### src/common/cpu16_pkg.sv
// cpu16 shared types and constants
`default_nettype none

package cpu16_pkg;

   localparam int WORD_W    = 16;   // datapath width
   localparam int REG_IDX_W = 4;    // register index width
   localparam int OP_W      = 4;    // opcode field width
   localparam int NUM_REGS  = 16;   // architectural registers
   localparam int IMM8_LSB  = 0;    // imm8 sits in the low byte of the instruction
   localparam int IMM8_W    = 8;    // LLB/LHB immediate width
   localparam int SHAMT_W   = 4;    // shift amount width
   localparam int INC_IMM_W = 4;    // INC immediate width before sign extension

   typedef logic [WORD_W-1:0]    word_t;
   typedef logic [REG_IDX_W-1:0] reg_idx_t;

   typedef enum logic [OP_W-1:0] {
      OP_ADD  = 4'd0,
      OP_SUB  = 4'd1,
      OP_NAND = 4'd2,
      OP_XOR  = 4'd3,
      OP_INC  = 4'd4,
      OP_SRA  = 4'd5,
      OP_SRL  = 4'd6,
      OP_SLL  = 4'd7,
      OP_LLB  = 4'd8,
      OP_LHB  = 4'd9,
      OP_NOP  = 4'd10   // 10 and everything above it
   } opcode_t;

   typedef struct packed {
      logic z;   // zero
      logic v;   // signed overflow
      logic n;   // negative
   } flags_t;

   typedef struct packed {
      opcode_t  op;   // [15:12]
      reg_idx_t rd;   // [11:8]
      reg_idx_t rs;   // [7:4]
      reg_idx_t rt;   // [3:0]
   } instr_t;

   // ALU ops plus the two byte loads write back
   function automatic logic op_writes_reg(input opcode_t op);
      return (op < OP_NOP);
   endfunction

   // only ADD SUB NAND XOR INC touch the flags
   function automatic logic op_sets_flags(input opcode_t op);
      return (op <= OP_INC);
   endfunction

endpackage

`default_nettype wire

### src/common/pipe_if.sv
// pipeline stage bundles
`default_nettype none

// decode to execute
interface issue_if;
   logic                          valid;   // instruction present
   cpu16_pkg::opcode_t            op;
   cpu16_pkg::reg_idx_t           rd;      // destination
   cpu16_pkg::word_t              a;       // rs value
   cpu16_pkg::word_t              b;       // rt value or old rd for byte loads
   logic [cpu16_pkg::IMM8_W-1:0]  imm8;    // low instruction byte

   modport decode  (output valid, op, rd, a, b, imm8);
   modport execute (input  valid, op, rd, a, b, imm8);
endinterface

// execute to writeback
interface retire_if;
   logic                 valid;      // instruction present
   cpu16_pkg::reg_idx_t  rd;
   cpu16_pkg::word_t     value;      // alu result
   logic                 wr_reg;     // register write pending
   logic                 wr_flags;   // flag update pending
   cpu16_pkg::flags_t    flags;      // new z v n

   modport execute   (output valid, rd, value, wr_reg, wr_flags, flags);
   modport writeback (input  valid, rd, value, wr_reg, wr_flags, flags);
   modport bypass    (input  valid, rd, value, wr_reg);   // decode forwarding
endinterface

`default_nettype wire

### src/hw/reg_file.sv
// register file
`default_nettype none

module reg_file (
   input  logic                clk,
   input  logic                reset,
   input  cpu16_pkg::reg_idx_t raddr_a,
   input  cpu16_pkg::reg_idx_t raddr_b,
   input  cpu16_pkg::reg_idx_t raddr_c,
   output cpu16_pkg::word_t    rdata_a,
   output cpu16_pkg::word_t    rdata_b,
   output cpu16_pkg::word_t    rdata_c,
   input  logic                we,
   input  cpu16_pkg::reg_idx_t waddr,
   input  cpu16_pkg::word_t    wdata
);

   cpu16_pkg::word_t regs [cpu16_pkg::NUM_REGS];   // r0 never written

   // synchronous write port
   always_ff @(posedge clk) begin
      if (reset) begin
         for (int i = 0; i < cpu16_pkg::NUM_REGS; i++) begin
            regs[i] <= '0;   // all registers cleared
         end
      end else if (we && (waddr != '0)) begin
         regs[waddr] <= wdata;   // r0 writes dropped
      end
   end

   // asynchronous reads, r0 hardwired
   assign rdata_a = (raddr_a == '0) ? '0 : regs[raddr_a];   // rs port
   assign rdata_b = (raddr_b == '0) ? '0 : regs[raddr_b];   // rt port
   assign rdata_c = (raddr_c == '0) ? '0 : regs[raddr_c];   // rd port for byte loads

endmodule

`default_nettype wire

### src/hw/decode_stage.sv
// decode and operand forwarding
`default_nettype none

module decode_stage (
   input  logic                clk,
   input  logic                reset,
   input  logic                instr_valid,
   input  cpu16_pkg::instr_t   instr,
   output cpu16_pkg::reg_idx_t rf_raddr_a,
   output cpu16_pkg::reg_idx_t rf_raddr_b,
   output cpu16_pkg::reg_idx_t rf_raddr_c,
   input  cpu16_pkg::word_t    rf_rdata_a,
   input  cpu16_pkg::word_t    rf_rdata_b,
   input  cpu16_pkg::word_t    rf_rdata_c,
   input  logic                ex_fwd_valid,
   input  cpu16_pkg::reg_idx_t ex_fwd_rd,
   input  cpu16_pkg::word_t    ex_fwd_value,
   retire_if.bypass            retire,
   issue_if.decode             issue
);

   logic                         ret_fwd_valid;   // retire reg holds a register write
   logic                         is_load_byte;    // LLB or LHB
   cpu16_pkg::word_t             opnd_a;          // resolved rs
   cpu16_pkg::word_t             opnd_b;          // resolved rt
   cpu16_pkg::word_t             opnd_c;          // resolved rd
   cpu16_pkg::word_t             b_sel;
   logic [cpu16_pkg::IMM8_W-1:0] imm8;

   // younger producer first, then retire, then the array
   function automatic cpu16_pkg::word_t pick_operand(
      input cpu16_pkg::reg_idx_t src,
      input cpu16_pkg::word_t    rf_val,
      input logic                ex_ok,
      input cpu16_pkg::reg_idx_t ex_rd,
      input cpu16_pkg::word_t    ex_val,
      input logic                rt_ok,
      input cpu16_pkg::reg_idx_t rt_rd,
      input cpu16_pkg::word_t    rt_val
   );
      if (ex_ok && (src != '0) && (ex_rd == src)) begin
         return ex_val;   // distance one
      end else if (rt_ok && (src != '0) && (rt_rd == src)) begin
         return rt_val;   // distance two
      end else begin
         return rf_val;   // already written
      end
   endfunction

   assign rf_raddr_a = instr.rs;
   assign rf_raddr_b = instr.rt;
   assign rf_raddr_c = instr.rd;   // old value for byte merge

   assign ret_fwd_valid = retire.valid & retire.wr_reg;
   assign is_load_byte  = (instr.op == cpu16_pkg::OP_LLB) || (instr.op == cpu16_pkg::OP_LHB);
   assign imm8          = instr[cpu16_pkg::IMM8_LSB +: cpu16_pkg::IMM8_W];

   always_comb begin
      opnd_a = pick_operand(instr.rs, rf_rdata_a, ex_fwd_valid, ex_fwd_rd, ex_fwd_value,
                            ret_fwd_valid, retire.rd, retire.value);
      opnd_b = pick_operand(instr.rt, rf_rdata_b, ex_fwd_valid, ex_fwd_rd, ex_fwd_value,
                            ret_fwd_valid, retire.rd, retire.value);
      opnd_c = pick_operand(instr.rd, rf_rdata_c, ex_fwd_valid, ex_fwd_rd, ex_fwd_value,
                            ret_fwd_valid, retire.rd, retire.value);
      b_sel  = is_load_byte ? opnd_c : opnd_b;   // byte loads merge into rd
   end

   // issue register valid bit
   always_ff @(posedge clk) begin
      if (reset) begin
         issue.valid <= 1'b0;
      end else begin
         issue.valid <= instr_valid;   // bubble when nothing accepted
      end
   end

   // issue payload, loaded only on accept
   always_ff @(posedge clk) begin
      if (instr_valid) begin
         issue.op   <= instr.op;
         issue.rd   <= instr.rd;
         issue.a    <= opnd_a;
         issue.b    <= b_sel;
         issue.imm8 <= imm8;
      end
   end

endmodule

`default_nettype wire

### src/execute/alu.sv
// 16-bit ALU
`default_nettype none

module alu (
   input  cpu16_pkg::opcode_t           op,
   input  cpu16_pkg::word_t             a,
   input  cpu16_pkg::word_t             b,
   input  logic [cpu16_pkg::IMM8_W-1:0] imm8,
   input  cpu16_pkg::flags_t            flags_in,
   output cpu16_pkg::word_t             result,
   output cpu16_pkg::flags_t            flags_out
);

   logic [cpu16_pkg::SHAMT_W-1:0] shamt;     // shift amount
   cpu16_pkg::word_t              inc_imm;   // sign-extended INC immediate
   cpu16_pkg::word_t              sum;
   cpu16_pkg::word_t              diff;
   cpu16_pkg::word_t              sum_inc;
   logic                          ovf_add;
   logic                          ovf_sub;
   logic                          ovf_inc;
   logic                          ovf;       // selected overflow

   assign shamt   = imm8[cpu16_pkg::SHAMT_W-1:0];
   assign inc_imm = {{(cpu16_pkg::WORD_W - cpu16_pkg::INC_IMM_W){imm8[cpu16_pkg::INC_IMM_W-1]}},
                     imm8[cpu16_pkg::INC_IMM_W-1:0]};

   assign sum     = a + b;
   assign diff    = a - b;
   assign sum_inc = a + inc_imm;

   // signed overflow, not carry out
   assign ovf_add = (a[cpu16_pkg::WORD_W-1] == b[cpu16_pkg::WORD_W-1]) &&
                    (sum[cpu16_pkg::WORD_W-1] != a[cpu16_pkg::WORD_W-1]);   // like signs
   assign ovf_sub = (a[cpu16_pkg::WORD_W-1] != b[cpu16_pkg::WORD_W-1]) &&
                    (diff[cpu16_pkg::WORD_W-1] != a[cpu16_pkg::WORD_W-1]);  // unlike signs
   assign ovf_inc = (a[cpu16_pkg::WORD_W-1] == inc_imm[cpu16_pkg::WORD_W-1]) &&
                    (sum_inc[cpu16_pkg::WORD_W-1] != a[cpu16_pkg::WORD_W-1]);

   always_comb begin
      result = '0;
      ovf    = 1'b0;   // logic ops clear V
      case (op)
         cpu16_pkg::OP_ADD: begin
            result = sum;
            ovf    = ovf_add;
         end
         cpu16_pkg::OP_SUB: begin
            result = diff;
            ovf    = ovf_sub;
         end
         cpu16_pkg::OP_NAND: result = ~(a & b);   // true complement of AND
         cpu16_pkg::OP_XOR:  result = a ^ b;
         cpu16_pkg::OP_INC: begin
            result = sum_inc;
            ovf    = ovf_inc;
         end
         cpu16_pkg::OP_SRA: result = $signed(a) >>> shamt;   // sign fill
         cpu16_pkg::OP_SRL: result = a >> shamt;             // zero fill
         cpu16_pkg::OP_SLL: result = a << shamt;
         cpu16_pkg::OP_LLB: result = {b[15:8], imm8};        // keep high byte
         cpu16_pkg::OP_LHB: result = {imm8, b[7:0]};         // keep low byte
         default:           result = '0;                     // no-op, never written
      endcase

      flags_out = flags_in;   // shifts, loads, no-ops hold
      if (cpu16_pkg::op_sets_flags(op)) begin
         flags_out.z = (result == '0);
         flags_out.v = ovf;
         flags_out.n = result[cpu16_pkg::WORD_W-1];
      end
   end

endmodule

`default_nettype wire

### src/execute/execute_stage.sv
// execute stage
`default_nettype none

module execute_stage (
   input  logic                clk,
   input  logic                reset,
   issue_if.execute            issue,
   input  cpu16_pkg::flags_t   flags_cur,
   output logic                ex_fwd_valid,
   output cpu16_pkg::reg_idx_t ex_fwd_rd,
   output cpu16_pkg::word_t    ex_fwd_value,
   retire_if.execute           retire
);

   cpu16_pkg::word_t  alu_result;
   cpu16_pkg::flags_t alu_flags;
   logic              writes_reg;   // opcode class
   logic              sets_flags;

   alu u_alu (
      .op        (issue.op),
      .a         (issue.a),
      .b         (issue.b),
      .imm8      (issue.imm8),
      .flags_in  (flags_cur),   // committed flags
      .result    (alu_result),
      .flags_out (alu_flags)
   );

   assign writes_reg = cpu16_pkg::op_writes_reg(issue.op);
   assign sets_flags = cpu16_pkg::op_sets_flags(issue.op);

   // forwarding tap straight off the ALU
   assign ex_fwd_valid = issue.valid & writes_reg;
   assign ex_fwd_rd    = issue.rd;
   assign ex_fwd_value = alu_result;

   // retire control
   always_ff @(posedge clk) begin
      if (reset) begin
         retire.valid    <= 1'b0;
         retire.wr_reg   <= 1'b0;
         retire.wr_flags <= 1'b0;
      end else begin
         retire.valid    <= issue.valid;
         retire.wr_reg   <= writes_reg;   // no-ops never write
         retire.wr_flags <= sets_flags;   // qualified by valid downstream
      end
   end

   // retire payload
   always_ff @(posedge clk) begin
      retire.rd    <= issue.rd;
      retire.value <= alu_result;
      retire.flags <= alu_flags;
   end

endmodule

`default_nettype wire

### src/hw/writeback_stage.sv
// writeback stage
`default_nettype none

module writeback_stage (
   input  logic                clk,
   input  logic                reset,
   retire_if.writeback         retire,
   output logic                rf_we,
   output cpu16_pkg::reg_idx_t rf_waddr,
   output cpu16_pkg::word_t    rf_wdata,
   output cpu16_pkg::flags_t   flags,
   output logic                wb_valid,
   output cpu16_pkg::reg_idx_t wb_rd,
   output cpu16_pkg::word_t    wb_data
);

   logic flags_we;   // flag register load

   // register file write port
   assign rf_we    = retire.valid & retire.wr_reg;   // r0 dropped inside the array
   assign rf_waddr = retire.rd;
   assign rf_wdata = retire.value;

   assign flags_we = retire.valid & retire.wr_flags;

   // flag register and writeback strobe
   always_ff @(posedge clk) begin
      if (reset) begin
         flags    <= '0;
         wb_valid <= 1'b0;
      end else begin
         if (flags_we) begin
            flags <= retire.flags;   // z v n update
         end
         wb_valid <= rf_we;   // one cycle per write
      end
   end

   // writeback payload
   always_ff @(posedge clk) begin
      if (rf_we) begin
         wb_rd   <= retire.rd;
         wb_data <= retire.value;
      end
   end

endmodule

`default_nettype wire

### src/hw/cpu16_core.sv
// cpu16 pipeline top
`default_nettype none

module cpu16_core (
   input  logic                clk,
   input  logic                reset,
   input  logic                instr_valid,
   input  cpu16_pkg::instr_t   instr,
   output logic                wb_valid,
   output cpu16_pkg::reg_idx_t wb_rd,
   output cpu16_pkg::word_t    wb_data,
   output cpu16_pkg::flags_t   flags
);

   cpu16_pkg::reg_idx_t rf_raddr_a;
   cpu16_pkg::reg_idx_t rf_raddr_b;
   cpu16_pkg::reg_idx_t rf_raddr_c;
   cpu16_pkg::word_t    rf_rdata_a;
   cpu16_pkg::word_t    rf_rdata_b;
   cpu16_pkg::word_t    rf_rdata_c;
   logic                rf_we;
   cpu16_pkg::reg_idx_t rf_waddr;
   cpu16_pkg::word_t    rf_wdata;
   logic                ex_fwd_valid;   // execute tap
   cpu16_pkg::reg_idx_t ex_fwd_rd;
   cpu16_pkg::word_t    ex_fwd_value;

   issue_if  u_issue ();    // decode to execute
   retire_if u_retire ();   // execute to writeback

   reg_file u_reg_file (
      .clk (clk), .reset (reset),
      .raddr_a (rf_raddr_a), .raddr_b (rf_raddr_b), .raddr_c (rf_raddr_c),
      .rdata_a (rf_rdata_a), .rdata_b (rf_rdata_b), .rdata_c (rf_rdata_c),
      .we (rf_we), .waddr (rf_waddr), .wdata (rf_wdata)
   );

   decode_stage u_decode (
      .clk (clk), .reset (reset), .instr_valid (instr_valid), .instr (instr),
      .rf_raddr_a (rf_raddr_a), .rf_raddr_b (rf_raddr_b), .rf_raddr_c (rf_raddr_c),
      .rf_rdata_a (rf_rdata_a), .rf_rdata_b (rf_rdata_b), .rf_rdata_c (rf_rdata_c),
      .ex_fwd_valid (ex_fwd_valid), .ex_fwd_rd (ex_fwd_rd), .ex_fwd_value (ex_fwd_value),
      .retire (u_retire.bypass), .issue (u_issue.decode)
   );

   execute_stage u_execute (
      .clk (clk), .reset (reset), .issue (u_issue.execute),
      .flags_cur (flags),   // committed flags for pass-through ops
      .ex_fwd_valid (ex_fwd_valid), .ex_fwd_rd (ex_fwd_rd), .ex_fwd_value (ex_fwd_value),
      .retire (u_retire.execute)
   );

   writeback_stage u_writeback (
      .clk (clk), .reset (reset), .retire (u_retire.writeback),
      .rf_we (rf_we), .rf_waddr (rf_waddr), .rf_wdata (rf_wdata),
      .flags (flags), .wb_valid (wb_valid), .wb_rd (wb_rd), .wb_data (wb_data)
   );

endmodule

`default_nettype wire

### config.mk
export PLATFORM = sky130hd
export DESIGN_NAME = cpu16_core
export DESIGN_NICKNAME = d
export VERILOG_FILES = /design/src/common/cpu16_pkg.sv /design/src/common/pipe_if.sv /design/src/hw/reg_file.sv /design/src/hw/decode_stage.sv /design/src/execute/alu.sv /design/src/execute/execute_stage.sv /design/src/hw/writeback_stage.sv /design/src/hw/cpu16_core.sv
export SDC_FILE = /design/constraint.sdc
export NUM_CORES = 1
export LEC_CHECK = 0
export BUFFER_PORTS_ARGS = -buffer_cell sky130_fd_sc_hd__buf_4
export CAP_MARGIN = 10
export CELL_PAD_IN_SITES_DETAIL_PLACEMENT = 1
export CELL_PAD_IN_SITES_GLOBAL_PLACEMENT = 2
export CORE_MARGIN = 5
export CORE_UTILIZATION = 49
export CTS_CLUSTER_SIZE = 28
export DETAILED_ROUTE_END_ITERATION = 16
export GPL_ROUTABILITY_DRIVEN = 0
export HOLD_SLACK_MARGIN = 0.02
export PLACE_DENSITY_LB_ADDON = 0.1
export SYNTH_ARGS = -nofsm -noshare
export SYNTH_HDL_FRONTEND = slang
export SYNTH_HIERARCHICAL = 1
export SYNTH_SLANG_ARGS = --single-unit
### constraint.sdc
create_clock -name clk -period 5.7 [get_ports clk]
set_input_delay 0.285 -clock clk [delete_from_list [all_inputs] [get_ports clk]]
set_output_delay 0.285 -clock clk [all_outputs]
set_load 0.05 [all_outputs]
Yosys cells after proc, flatten, opt, wreduce, memory -nomap -nowiden:

Memories as Yosys holds them, arrays and structs flattened.
Index checks and enable logic that the tools add are counted.

* bits in read-only memories: 0
* bits in writable memories: 256
* logic and storage cells: 106
* flip-flop bits (word level): 99
* latch bits: 0
* output and inout bits: 24
* memories: 1
* input port bits: 19

* equal/unequal tests: 23
* add/subtract/negate cells: 3
* order comparisons: 2
* multiply operators: 0
* muxes and demuxes: 21
* reductions and logical operators: 27
* bitwise gates (word level): 6
* shift operators: 3
* divide/modulo/power cells: 0

Memories
* u_reg_file.regs: words 16, bits a word 16, rd ports 3, clocked after Yosys merged registers in 0, wr ports 16, RTL line reg_file.sv:18 `cpu16_pkg::word_t regs [cpu16_pkg::NUM_REGS];`

Operator list (count)
* $mux 16: 11
* $pmux 16 s10: 1
* $add 16x16->16: 2
* $eq 4x4->1: 6
* $and 16x16->16: 1
* $eq 4x3->1 const B: 4
* $eq 4x4->1 const B: 4
* $logic_and 1x1->1: 16
* $logic_not 16->1: 1
* $logic_not 4->1: 4
* $not 16->16: 1
* $reduce_bool 4->1: 4
* $reduce_or 16->1: 1
* $shl 16x4->16: 1
* $shr 16x4->16: 1
* $sshr 16x4->16: 1
* $sub 16x16->16: 1
* $xor 16x16->16: 1
* $eq 4x2->1 const B: 2
* $mux 1: 6
* $eq 4x1->1 const B: 1
* $le 4x3->1 const B: 1
* $lt 4x4->1 const B: 1
* $mux 4: 1
* 6 further kinds: 12

Logic depth before layout (Yosys ltp):

* depth after elaboration: 7
* gate-level depth with buffers: 15
* depth with buffers taken out: 14

By module:

Netlist, hierarchy kept.

Modules (own cells, without submodules)
* reg_file: cells an instance 938, area an instance 15140.8 µm², instances 1
* alu: cells an instance 704, area an instance 5006.1 µm², instances 1
* decode_stage: cells an instance 310, area an instance 3280.6 µm², instances 1
* writeback_stage: cells an instance 55, area an instance 907.1 µm², instances 1
* execute_stage: cells an instance 36, area an instance 593.1 µm², instances 1

Worst setup path before layout:

No wires, ideal clock.

* path kind: flip-flop to flip-flop
* start point: register u_decode.issue.imm8[1]
* end point: register u_decode.issue.b[14], data pin
* data arrival time: 3236 ps
* stages on the path, launching flop included: 15
* slack: 2200 ps
* path buffers: 3
* cells stage by stage: edfxtp_1 -> buf_2 -> inv_1 -> buf_2 -> buf_4 -> fa_1 -> nand2b_1 -> a21oi_1 -> a211o_1 -> a311oi_1 -> o21a_1 -> o211ai_1 -> or3b_2 -> o21ai_0 -> o22ai_1

* cells in the longest elaborated chain, start to end: 4
* elaborated cells on any way between the ends: 8
* those cells by class: add/sub (1); shift (3); mux (4)

RTL lines
* start, declared: RTL line pipe_if.sv:13 `modport decode (output valid, op, rd, a, b, imm8);`
* $add 16x16->16 (tied with other cells): RTL line alu.sv:30 `assign sum_inc = a + inc_imm;`
* $pmux 16 s10 (*): RTL line alu.sv:43 `case (op)`
* net ex_fwd_value[14]: RTL line cpu16_core.sv:26 `cpu16_pkg::word_t ex_fwd_value;`
* $mux 16: RTL line decode_stage.sv:41 `if (ex_ok && (src != '0) && (ex_rd == src)) begin`
* $mux 16 (*): RTL line decode_stage.sv:65 `b_sel = is_load_byte ? opnd_c : opnd_b;`
* net u_decode.b_sel[14]: RTL line decode_stage.sv:27 `cpu16_pkg::word_t b_sel;`
* end signal, assigned: RTL line decode_stage.sv:83 `issue.b <= b_sel;`
* end, declared: RTL line pipe_if.sv:13

The timed path passes the listed nets; every way through them passes the cells marked *.
A chain may end at the register's enable or synchronous reset.

Worst setup path after layout:

* start point: register u_decode.issue.imm8[3]
* end point: register u_decode.issue.b[15], data pin

Same word-level chain as after synthesis.

==> metrics.txt <==
maximum fanout along the worst path=25; Core Region=between 50000 and 60000 um^2; largest net degree at the start of global routing=between 60 and 70; period utilization=0.7709; CP max stage delay=roughly 0.79 ns; clk root buf=clkbuf_16; number of flops mapped to enable cells by yosys=309; IO Pins=43; max-slew violation count=0; ant diodes=0; slew margin rel.=0.2255; share of the synthesized area in the top cell type=0.3722; Yosys top cell by area=edfxtp_1; Area Overhead vs Synth=6.661%; met1 WL=36200 um; die height=roughly 240 um; Setup TNS Final=0 ns; number of buffers added on ports=42; fin cells=2678; shortest period the worst path allows=approximately 4.4 ns; cells on worst reg2reg path=12; FILL cells=just over 5000; Distinct cells, synth=roughly 100; DR pass1 iterations=5; DIE AREA=roughly 55000 um^2; asr flop ratio synth=0; Biggest register=u_reg_file/regs; via/cell ratio=around 7; CTS Buffer Depth=3; Critical Path AT=~4.7 ns; Pwr per Cell Area=~290 nW/um^2; CTS tree=yes; measured slew at the worst slew-check pin=between 1 and 1.5 ns; worst vdd ir=around 0.24 mV; RSZ-0062 raised after global routing=no; yosys warns=6; Vias=between 15000 and 20000; Worst path slowest cell=edfxtp_1; antenna-violating nets left=0; most numerous cell in the Yosys netlist=edfxtp_1; register area share after synthesis=0.3971; met2 WL=roughly 43000 um; Initial Utilization=0.4958; Min-Delay Path Depth=2; worst path cell trace=buf_4, ha_1, and3_1, and2_1, a2111o_1, a41oi_1, xnor2_1, nor2_1, a211oi_1, inv_1, o21ai_0, o22ai_1; Buffers & Inverters on Critical Path=2; Setup Viol. Count Final=0; CP Depth=12; delay-heaviest family, CP=compound AO/OA/AOI/OAI gates; dpl cells=approximately 2600; max_cap viols=0; Syn Area/Cell=about 12 um^2; GRT Resource Usage Total=0.3245; Leak=9.902 nW; number of synthesized register bits=340; clock slew at reported path FFs=around 0.060 ns; syn nets=between 2000 and 2500; Crit Path Class=reg2reg; remaining global-route overflow=0; Inserted Clock Buffers=42; CTS Sinks=340; Nets=between 2000 and 2500; final WL=around 93000 um; final HPWL from detailed placement=between 60000 and 70000 um; top sig layer=met5; WL met3=around 7300 um; initial antenna violation count=3; share of cells above drive strength 1=0.2144; Final Hold Fails=0; Final Skew=0.03675 ns; placement row count=82; Hold Path Class=in2reg; synth top area cells=edfxtp_1, mux4_2, and2_1; DRC=0; startpoint types=register; fmax=~230 MHz; vias in the first global route=just under 20000; Post-Syn Area=approximately 25000 um^2; Die W=roughly 240 um; Post-synth top cells=edfxtp_1, and2_1, mux4_2; later-pin clock latency in the skew report=0.59 ns; critical path capture point type=register; CTS H-tree lvls=2; Gate Count Post-Synth=around 2000; Starting DRT DRC Count=about 2200; first-pass GRT wire length=~130000 um; outcome=finished clean; ys flop type=edfxtp_1; drt wl/cell=~35 um; CP required=around 6 ns; Largest register FFs=between 200 and 250
per-layer routing:
layer | up-vias | GRT usage
met5 | - | 0
met1 | 9902 | 0.4239
li1 | 7818 | -
met2 | 1053 | 0.5243
met3 | 301 | 0.05237
met4 | 4 | 0.1717
logic make-up after synthesis:
group	Yosys count	share of synthesized area
AO/OA/AOI/OAI	414	0.1204
flip-flops	340	0.3971
AND/OR/NAND/NOR	616	0.1392
multiplexers	324	0.2414
other	1	0.0001504
XOR/XNOR	38	0.01456
adder cells (fa/ha/maj)	50	0.02600
buffers and inverters	260	0.06119
per-stage QoR:
stage	hold WS (ns)	instance area, um^2	power (mW)	utilization	setup slack (ns)
2_1_floorplan	0.3493	24930	4.258	-	2.200
3_3_place_gp	0.4346	25140	4.790	0.5000	1.376
3_5_place_dp	0.4608	25140	4.829	0.5000	1.355
4_1_cts	0.08683	26590	7.595	0.5289	1.350
5_1_grt	0.09631	26590	7.831	0.5289	1.111
6_report	0.1093	26590	7.601	0.5289	1.306
power by group:
part	internal (mW)	leakage, nW	switching [mW]	total [mW]
Clock	1.65	0.679	1.12	2.77
Sequential	2.87	3.41	0.331	3.20
Combinational	0.646	5.82	0.981	1.63
final cells by class:
class                      instances  area (um^2)  share of cell area
clock buffer                      47         1080             0.04061
clock inverter                    28        331.6             0.01247
inverter                          59        221.5            0.008329
multi-input combinational       1443        13540              0.5091
sequential                       340         9899              0.3723
tap                              672        840.8             0.03162
timing repair buffer              89        678.2             0.02551
final timing paths:
kind / slack [ns] / end / start
worst max-delay path: 1.31 / u_decode/issue.b[15]$_DFFE_PP_ / u_decode/issue.imm8[3]$_DFFE_PP_
worst min-delay path: 0.11 / u_decode/issue.valid$_SDFF_PP0_ / reset
worst max register to register: 1.31 / u_decode/issue.b[15]$_DFFE_PP_ / u_decode/issue.imm8[3]$_DFFE_PP_
worst min register to register: 0.46 / u_writeback/flags[1]$_SDFFE_PP0P_ / u_execute/retire.flags[1]$_DFF_P_
cell usage in the layout, fill, tap and decap left out, drive strengths merged, types with 45 or more instances in the layout:
cell type and instances:
edfxtp 309, and2 250, mux4 201, o21ai 86
buf 85, nor2 84, a21oi 83, nand2 76
mux2i 70, inv 60, nor3 59, mux2 53
ha 47, clkbuf 47, a211oi 45
what timing repair did:
item,4_1_cts,5_1_grt
endpoints found under the hold margin,4,0
buffers inserted,0,0
hold buffers,4,0
resized for setup,0,0
No activity file was read; power rests on OpenSTA's default activity.
